--- src/dcache_params.svh ---
`ifndef DCACHE_PARAMS_SVH
`define DCACHE_PARAMS_SVH

// cache geometry
`define DCACHE_WORD_W    32
`define DCACHE_SETS      8
`define DCACHE_IDX_W     3
`define DCACHE_WAYS      2
`define DCACHE_BLK_WORDS 2

// address splits into tag idx blkoff bytoff
`define DCACHE_TAG_W     26
`define DCACHE_BYTOFF_W  2

`endif

--- src/dcache_addr_pkg.sv ---
`default_nettype none

`include "dcache_params.svh"

package dcache_addr_pkg;

    typedef logic [`DCACHE_WORD_W-1:0] word_t;
    typedef logic [`DCACHE_TAG_W-1:0]  tag_t;
    typedef logic [`DCACHE_IDX_W-1:0]  idx_t;

    typedef struct packed {
        tag_t                         tag;
        idx_t                         idx;
        logic                         blkoff;
        logic [`DCACHE_BYTOFF_W-1:0]  bytoff;
    } addr_t;

    // held by the cpu until hit
    typedef struct packed {
        logic  ren;
        logic  wen;
        logic  halt;
        addr_t addr;
        word_t wdata;
    } cpu_req_t;

    typedef struct packed {
        logic  hit;
        word_t rdata;
        logic  flushed;
    } cpu_rsp_t;

    typedef struct packed {
        logic  ren;
        logic  wen;
        addr_t addr;
        word_t wdata;
    } mem_req_t;

endpackage

`default_nettype wire

--- src/dcache_ctrl_pkg.sv ---
`default_nettype none

`include "dcache_params.svh"

package dcache_ctrl_pkg;

    import dcache_addr_pkg::*;

    typedef logic [$clog2(`DCACHE_WAYS)-1:0] way_t;

    typedef struct packed {
        logic                              valid;
        logic                              dirty;
        tag_t                              tag;
        word_t [`DCACHE_BLK_WORDS-1:0]     data;
    } frame_t;

    // one array update per cycle
    typedef struct packed {
        logic  en;
        idx_t  idx;
        way_t  way;
        logic  word_we;
        logic  word_sel;
        word_t wdata;
        logic  tag_we;
        tag_t  tag;
        logic  flags_we;
        logic  valid;
        logic  dirty;
        logic  lru_touch;
        logic  clear;
    } array_cmd_t;

    typedef enum logic [3:0] {
        LOOKUP,
        WB1,
        WB2,
        AL1,
        AL2,
        FLUSH_SCAN,
        FLUSH_WB1,
        FLUSH_WB2,
        DONE
    } fsm_state_t;

endpackage

`default_nettype wire

--- src/dcache_array.sv ---
`default_nettype none
`timescale 1ns/1ps

`include "dcache_params.svh"

module dcache_array (
    input  logic                                          CLK,
    input  logic                                          nRST,
    input  dcache_addr_pkg::addr_t                        lookup,
    input  dcache_ctrl_pkg::array_cmd_t                   cmd,
    output logic                                          hit,
    output dcache_ctrl_pkg::way_t                         hit_way,
    output dcache_addr_pkg::word_t                        rdata,
    output dcache_ctrl_pkg::way_t                         victim,
    output dcache_ctrl_pkg::frame_t [`DCACHE_WAYS-1:0]    set_frames
);
    import dcache_addr_pkg::*;
    import dcache_ctrl_pkg::*;

    // per-way state bits
    logic [`DCACHE_SETS-1:0][`DCACHE_WAYS-1:0] valid_q;
    logic [`DCACHE_SETS-1:0][`DCACHE_WAYS-1:0] dirty_q;
    // lru bit names the way to evict next
    logic [`DCACHE_SETS-1:0]                   lru_q;

    tag_t                          tag_mem  [`DCACHE_SETS][`DCACHE_WAYS];
    word_t [`DCACHE_BLK_WORDS-1:0] data_mem [`DCACHE_SETS][`DCACHE_WAYS];

    // frames of the looked-up set
    always_comb begin
        for (int w = 0; w < `DCACHE_WAYS; w++) begin
            set_frames[w].valid = valid_q[lookup.idx][w];
            set_frames[w].dirty = dirty_q[lookup.idx][w];
            set_frames[w].tag   = tag_mem[lookup.idx][w];
            set_frames[w].data  = data_mem[lookup.idx][w];
        end
    end

    always_comb begin
        hit     = 1'b0;
        hit_way = '0;
        for (int w = 0; w < `DCACHE_WAYS; w++) begin
            if (set_frames[w].valid && (set_frames[w].tag == lookup.tag)) begin
                hit     = 1'b1;
                hit_way = way_t'(w);
            end
        end
    end

    assign rdata  = set_frames[hit_way].data[lookup.blkoff];
    assign victim = way_t'(lru_q[lookup.idx]);

    always_ff @(posedge CLK or negedge nRST) begin
        if (!nRST) begin
            valid_q <= '0;
            dirty_q <= '0;
            lru_q   <= '0;
        end else if (cmd.en && cmd.clear) begin
            valid_q <= '0;
            dirty_q <= '0;
            lru_q   <= '0;
        end else if (cmd.en) begin
            if (cmd.flags_we) begin
                valid_q[cmd.idx][cmd.way] <= cmd.valid;
                dirty_q[cmd.idx][cmd.way] <= cmd.dirty;
            end
            // other way becomes the victim
            if (cmd.lru_touch) begin
                lru_q[cmd.idx] <= ~cmd.way;
            end
        end
    end

    always_ff @(posedge CLK) begin
        if (cmd.en && !cmd.clear) begin
            if (cmd.tag_we) begin
                tag_mem[cmd.idx][cmd.way] <= cmd.tag;
            end
            if (cmd.word_we) begin
                data_mem[cmd.idx][cmd.way][cmd.word_sel] <= cmd.wdata;
            end
        end
    end

    // flush clear and a data write must not share a cycle
    a_clear_no_word: assert property (
        @(posedge CLK) disable iff (!nRST)
        (cmd.en && cmd.clear) |-> !cmd.word_we
    );

endmodule

`default_nettype wire

--- src/dcache_fsm.sv ---
`default_nettype none
`timescale 1ns/1ps

`include "dcache_params.svh"

module dcache_fsm (
    input  logic                                          CLK,
    input  logic                                          nRST,
    input  dcache_addr_pkg::cpu_req_t                     cpu_req,
    output dcache_addr_pkg::cpu_rsp_t                     cpu_rsp,
    output dcache_addr_pkg::mem_req_t                     mem_req,
    input  dcache_addr_pkg::word_t                        mem_dload,
    input  logic                                          mem_wait,
    output dcache_addr_pkg::addr_t                        lookup,
    output dcache_ctrl_pkg::array_cmd_t                   cmd,
    input  logic                                          hit,
    input  dcache_ctrl_pkg::way_t                         hit_way,
    input  dcache_addr_pkg::word_t                        rdata,
    input  dcache_ctrl_pkg::way_t                         victim,
    input  dcache_ctrl_pkg::frame_t [`DCACHE_WAYS-1:0]    set_frames
);
    import dcache_addr_pkg::*;
    import dcache_ctrl_pkg::*;

    fsm_state_t state, next_state;
    // victim way on a miss, way counter during flush
    way_t       way_q, way_d;
    idx_t       set_q, set_d;
    // word address on the memory side
    addr_t      addr_q, addr_d;

    always_comb begin
        if (state == LOOKUP) begin
            lookup = cpu_req.addr;
        end else if (state == FLUSH_SCAN) begin
            lookup = '{tag: '0, idx: set_q, blkoff: 1'b0, bytoff: '0};
        end else begin
            lookup = addr_q;
        end
    end

    always_comb begin
        next_state = state;
        way_d      = way_q;
        set_d      = set_q;
        addr_d     = addr_q;

        cmd        = '0;
        cmd.idx    = lookup.idx;
        cmd.way    = way_q;

        mem_req       = '0;
        mem_req.addr  = addr_q;
        mem_req.wdata = set_frames[way_q].data[addr_q.blkoff];

        cpu_rsp         = '0;
        cpu_rsp.flushed = (state == DONE);

        case (state)
            LOOKUP: begin
                if (cpu_req.halt) begin
                    next_state = FLUSH_SCAN;
                    set_d      = '0;
                    way_d      = '0;
                end else if (cpu_req.ren || cpu_req.wen) begin
                    if (hit) begin
                        cpu_rsp.hit   = 1'b1;
                        cpu_rsp.rdata = rdata;
                        cmd.en        = 1'b1;
                        cmd.way       = hit_way;
                        cmd.lru_touch = 1'b1;
                        if (cpu_req.wen) begin
                            cmd.word_we  = 1'b1;
                            cmd.word_sel = cpu_req.addr.blkoff;
                            cmd.wdata    = cpu_req.wdata;
                            cmd.flags_we = 1'b1;
                            cmd.valid    = 1'b1;
                            cmd.dirty    = 1'b1;
                        end
                    end else begin
                        way_d = victim;
                        if (set_frames[victim].valid && set_frames[victim].dirty) begin
                            next_state = WB1;
                            addr_d = '{tag: set_frames[victim].tag, idx: cpu_req.addr.idx,
                                       blkoff: 1'b0, bytoff: '0};
                        end else begin
                            next_state = AL1;
                            addr_d = '{tag: cpu_req.addr.tag, idx: cpu_req.addr.idx,
                                       blkoff: 1'b0, bytoff: '0};
                        end
                    end
                end
            end

            WB1, FLUSH_WB1: begin
                mem_req.wen = 1'b1;
                if (!mem_wait) begin
                    addr_d.blkoff = 1'b1;
                    next_state    = (state == WB1) ? WB2 : FLUSH_WB2;
                end
            end

            WB2: begin
                mem_req.wen = 1'b1;
                if (!mem_wait) begin
                    next_state = AL1;
                    addr_d = '{tag: cpu_req.addr.tag, idx: cpu_req.addr.idx,
                               blkoff: 1'b0, bytoff: '0};
                end
            end

            AL1, AL2: begin
                mem_req.ren = 1'b1;
                if (!mem_wait) begin
                    cmd.en       = 1'b1;
                    cmd.word_we  = 1'b1;
                    cmd.word_sel = addr_q.blkoff;
                    cmd.wdata    = mem_dload;
                    cmd.flags_we = 1'b1;
                    cmd.dirty    = 1'b0;
                    if (state == AL1) begin
                        // block stays invalid until its second word lands
                        cmd.valid     = 1'b0;
                        addr_d.blkoff = 1'b1;
                        next_state    = AL2;
                    end else begin
                        cmd.valid  = 1'b1;
                        cmd.tag_we = 1'b1;
                        cmd.tag    = addr_q.tag;
                        next_state = LOOKUP;
                    end
                end
            end

            FLUSH_SCAN: begin
                if (set_frames[way_q].valid && set_frames[way_q].dirty) begin
                    next_state = FLUSH_WB1;
                    addr_d = '{tag: set_frames[way_q].tag, idx: set_q,
                               blkoff: 1'b0, bytoff: '0};
                end else if (way_q != way_t'(`DCACHE_WAYS-1)) begin
                    way_d = way_q + 1'b1;
                end else if (set_q != idx_t'(`DCACHE_SETS-1)) begin
                    way_d = '0;
                    set_d = set_q + 1'b1;
                end else begin
                    cmd.en     = 1'b1;
                    cmd.clear  = 1'b1;
                    next_state = DONE;
                end
            end

            FLUSH_WB2: begin
                mem_req.wen = 1'b1;
                if (!mem_wait) begin
                    // rescan sees it clean and moves on
                    cmd.en       = 1'b1;
                    cmd.flags_we = 1'b1;
                    cmd.valid    = 1'b0;
                    cmd.dirty    = 1'b0;
                    next_state   = FLUSH_SCAN;
                end
            end

            DONE: begin
                next_state = DONE;
            end

            default: begin
                next_state = LOOKUP;
            end
        endcase
    end

    always_ff @(posedge CLK or negedge nRST) begin
        if (!nRST) begin
            state  <= LOOKUP;
            way_q  <= '0;
            set_q  <= '0;
            addr_q <= '0;
        end else begin
            state  <= next_state;
            way_q  <= way_d;
            set_q  <= set_d;
            addr_q <= addr_d;
        end
    end

    a_no_rd_wr: assert property (
        @(posedge CLK) disable iff (!nRST)
        !(mem_req.ren && mem_req.wen)
    );

    // request held through memory wait states
    a_addr_held: assert property (
        @(posedge CLK) disable iff (!nRST)
        ((mem_req.ren || mem_req.wen) && mem_wait) |=> $stable(mem_req.addr)
    );

endmodule

`default_nettype wire

--- src/dcache_top.sv ---
`default_nettype none
`timescale 1ns/1ps

`include "dcache_params.svh"

module dcache_top (
    input  logic                      CLK,
    input  logic                      nRST,
    input  dcache_addr_pkg::cpu_req_t cpu_req,
    output dcache_addr_pkg::cpu_rsp_t cpu_rsp,
    output dcache_addr_pkg::mem_req_t mem_req,
    input  dcache_addr_pkg::word_t    mem_dload,
    input  logic                      mem_wait
);
    import dcache_addr_pkg::*;
    import dcache_ctrl_pkg::*;

    addr_t                     lookup;
    array_cmd_t                cmd;
    logic                      hit;
    way_t                      hit_way;
    word_t                     rdata;
    way_t                      victim;
    frame_t [`DCACHE_WAYS-1:0] set_frames;

    dcache_array u_array (
        .CLK        (CLK),
        .nRST       (nRST),
        .lookup     (lookup),
        .cmd        (cmd),
        .hit        (hit),
        .hit_way    (hit_way),
        .rdata      (rdata),
        .victim     (victim),
        .set_frames (set_frames)
    );

    dcache_fsm u_fsm (
        .CLK        (CLK),
        .nRST       (nRST),
        .cpu_req    (cpu_req),
        .cpu_rsp    (cpu_rsp),
        .mem_req    (mem_req),
        .mem_dload  (mem_dload),
        .mem_wait   (mem_wait),
        .lookup     (lookup),
        .cmd        (cmd),
        .hit        (hit),
        .hit_way    (hit_way),
        .rdata      (rdata),
        .victim     (victim),
        .set_frames (set_frames)
    );

endmodule

`default_nettype wire

--- config.mk ---
export PLATFORM = sky130hd
export DESIGN_NAME = dcache_top
export DESIGN_NICKNAME = d
export VERILOG_FILES = /design/src/dcache_addr_pkg.sv /design/src/dcache_ctrl_pkg.sv /design/src/dcache_array.sv /design/src/dcache_fsm.sv /design/src/dcache_top.sv
export VERILOG_INCLUDE_DIRS = /design/src /design/src/src
export SDC_FILE = /design/constraint.sdc
export NUM_CORES = 2
export LEC_CHECK = 0
export ABC_AREA = 1
export BUFFER_PORTS_ARGS = -buffer_cell sky130_fd_sc_hd__buf_4
export CORE_MARGIN = 8
export CORE_UTILIZATION = 45
export CTS_BUF_LIST = sky130_fd_sc_hd__clkbuf_4
export DETAILED_ROUTE_END_ITERATION = 8
export PLACE_DENSITY = 0.68
export SYNTH_ARGS = -nofsm -noshare
export SYNTH_HDL_FRONTEND = slang
export SYNTH_SLANG_ARGS = --single-unit
--- constraint.sdc ---
create_clock -name CLK -period 5.58 [get_ports CLK]
set_clock_uncertainty 0.2 [all_clocks]
set_input_delay 1.674 -clock CLK [delete_from_list [all_inputs] [get_ports CLK]]
set_output_delay 1.674 -clock CLK [all_outputs]
set_load 0.05 [all_outputs]
==> key figures <==
Status
  • Status: finished with violations
  • Failing checks: negative setup slack

Timing
  • Actual slew at the worst max-slew pin: 1.318 ns
  • Final setup violation count: 65
  • Unrepaired setup endpoints after global routing: yes
  • Rel. slew slack: 12.11%
  • WHS: 0.2785 ns
  • F_max: 143.5 MHz
  • Final Cycle Share: 124.9%
  • Final hold violation count: 0
  • Final setup margin: -1.389 ns
  • Max Slew Vio Count: 0
  • Tmin final: 6.969 ns

Setup path
  • Reg2reg start: u_fsm.state[1]
  • WP buf/inv: 8
  • Worst Path Required: 3.71 ns
  • Reg2Reg Capture Point: u_array.data_mem[4][77]
  • Worst setup path startpoint: u_fsm.state[1]
  • Crit-path most repeated cell: nand2_1
  • Critical Path Max Stage Delay: 0.44 ns
  • Worst path slowest cell: dfrtp_2
  • Delay-heaviest family, CP: simple AND/OR/NAND/NOR gates
  • Crit Path Class: reg2out
  • Arr. time, crit path: 5.09 ns
  • Flop-to-flop setup slack: 0.75 ns
  • CP endpoint kind: output port
  • CP Launch Type: register
  • Reg2reg path depth: 30
  • Critical Path Fanout Max: 19

Clocking
  • CTS sink cnt: 1518
  • CTS H-tree depth: 5
  • Root buf cell: clkbuf_4
  • CTS tree: done
  • Clock Path Buffers: 4
  • Worst-path clk slew: 0.06 ns
  • CTS Buf Count: 391
  • Skew-Pair Late Insertion Delay: 1.34 ns

Finish
  • Design Area, Final: 79770 sq um
  • P&R area growth vs syn: 26.32%
  • Fillers: 10978
  • Layout cells sized above 1: 27.02%
  • Nets: 6291

Placement
  • Gpl congestion: 0.9450
  • Detailed placement HPWL: 122400 um
  • Placement Setup Slack: -1.142 ns
  • Post-Place Cell Area: 73410 sq um
  • Port Buffer Count: 197

Floorplan
  • FP Rows: 137
  • Initial Util: 45.32%
  • Core area: 139400 sq um
  • Die height: 390.6 um
  • Ports: 202
  • Chip Width: 390.6 um
  • Die area: 152600 sq um

Synth
  • Async S/R FF share, synth: 5.138%
  • Most frequent cell after synthesis: nand2_1
  • Mapped Cells: 5287
  • Top cells by area, synth: edfxtp_1 68%, nand2_1 9.1%, dfrtp_1 3.1%
  • Post-synth top cells: 1533 x nand2_1, 1440 x edfxtp_1, 335 x inv_1
  • Flops & latches, synth: 1518
  • Yosys Warn Count: 0
  • Synth Cell Area: 63150 sq um
  • Synth top area share: 68.47%
  • EDFF count, synth: 1440
  • Post-synth top area cell: edfxtp_1
  • Cell variety after synth: 45
  • Dominant synthesized flop cell: edfxtp_1
  • Post-Syn Area per Cell: 11.94 sq um
  • Seq/Total Area, Yosys: 71.56%

Route
  • Remaining DRCs: 0
  • Via count: 47927
  • Post-DR wirelength/cell: 24.45 um
  • Drt pass-1 iters: 6
  • Post-Route WL: 204100 um
  • Via density: 5.743
  • Detailed Route Iter0 Violations: 6104
  • ANT nets after route: 0

Global routing
  • Vias in the first global route: 45922
  • GRT Total Usage: 25.69%
  • Congestion Overflow GR: 0
  • Global-route wire length before repair: 292800 um
  • Initial antenna violation count: 3
  • Pin count of the biggest net entering global routing: 90

Min path
  • Hold Crit Start: u_array.valid_q[3]
  • Hold Path Depth: 2
  • WHS Endpoint: u_array.valid_q[3]
  • Worst hold-check path type: reg2reg

Power
  • Pleak: 30.64 nW
  • Peak VDD IR: 0.0008688 V
  • Power Density: 653.7 nW/um^2

Flow run
  • # Max-Cap Violations: 0
## worst min-delay path, delay by kind of cell (launching register included)
kind | cells | cell delay, ns
simple gates | 2 | 0.10
flops | 1 | 0.35
## flip-flops by register name, summed over array words and instances, names as in the netlist, 3 cells and up
| name | flops |
|---|---|
| u_array.lru_q | 8 |
| u_array.valid_q | 16 |
| u_fsm.mem_req | 30 |
| u_array.dirty_q | 16 |
| u_fsm.set_q | 3 |
| u_fsm.state | 4 |
| u_array.tag_mem | 416 |
| u_array.data_mem | 1024 |
## where the power goes
group | switching [W] | internal (W) | total [W]
Combinational | 0.0188 | 0.0106 | 0.0294
Clock | 0.00445 | 0.00473 | 0.00918
Sequential | 0.000242 | 0.0133 | 0.0135
Total | 0.0235 | 0.0286 | 0.0521
## what timing repair did
action,4_1_cts,5_1_grt
endpoints found under the setup margin,65,65
gates cloned,8,5
endpoints found under the hold margin,0,0
setup buffers,22,10
gates resized for setup,192,131
pin swaps,21,23
hold buffers,0,0
## metrics by stage
| step | power, W | utilization [%] | cells | TNS (ns) |
|---|---|---|---|---|
| 2_1_floorplan | 0.02963 | - | 5288 | -129.30 |
| 3_3_place_gp | 0.04021 | 52.68 | 7626 | -86.65 |
| 3_5_place_dp | 0.04061 | 52.68 | 7626 | -98.43 |
| 4_1_cts | 0.05098 | 56.77 | 8325 | -78.77 |
| 5_1_grt | 0.05485 | 57.24 | 8346 | -90.20 |
| 6_report | 0.05215 | 57.24 | 8346 | -73.27 |
## worst max path at each step
| stage | end | cells after the start |
|---|---|---|
| 6_report | cpu_rsp[2] | 27 |
| 4_1_cts | cpu_rsp[29] | 28 |
| 5_1_grt | cpu_rsp[2] | 26 |
| 3_5_place_dp | cpu_rsp[4] | 21 |
| 2_1_floorplan | cpu_rsp[15] | 21 |
| 3_3_place_gp | cpu_rsp[4] | 24 |
## routing by layer
layer | up-vias | wire (um) | global-route usage (%)
li1 | 21047 | - | -
met1 | 23408 | 79710 | 34.94
met2 | 3005 | 92910 | 39.86
met3 | 467 | 24220 | 6.393
met4 | 0 | 7250 | 10.11
met5 | - | 0 | 0
## layout make-up
type                            instances  area [sq um]  area share [%]
Antenna cell                            7         17.52         0.02196
Clock buffer                          568          4264           5.345
Clock inverter                        101         451.7          0.5662
Inverter                              351          1393           1.746
Multi-Input combinational cell       3131         17250           21.63
Sequential cell                      1518         45200           56.66
Tap cell                             1876          2347           2.942
Timing Repair Buffer                  794          8846           11.09
## logic make-up after synthesis
group,count (synthesis),synth area share (%)
other cells,1,0.005938
buf+inv,639,4.180
simple gates,2166,14.16
compound gates,961,10.05
fa+ha+maj,2,0.03962
flops,1518,71.56
## layout by cell type, fill, tap and decap left out, types with 69 or more instances in the layout
| cell | netlist | final |
|---|---|---|
| nand3_1 | 166 | 156 |
| dfrtp_1 | 78 | 75 |
| nand2_1 | 1533 | 1477 |
| nor2_1 | 267 | 210 |
| o21ai_1 | 57 | 93 |
| buf_12 | 0 | 172 |
| nand4_1 | 112 | 112 |
| o21ai_0 | 147 | 77 |
| inv_1 | 335 | 319 |
| a22oi_1 | 135 | 135 |
| edfxtp_1 | 1440 | 1440 |
| a221oi_1 | 132 | 119 |
| clkbuf_4 | 0 | 568 |
| a21oi_4 | 0 | 69 |
| a21oi_1 | 223 | 106 |
| buf_4 | 23 | 538 |
| clkinv_1 | 3 | 79 |
| a22o_1 | 102 | 102 |
Power figures use the tool's default switching activity.
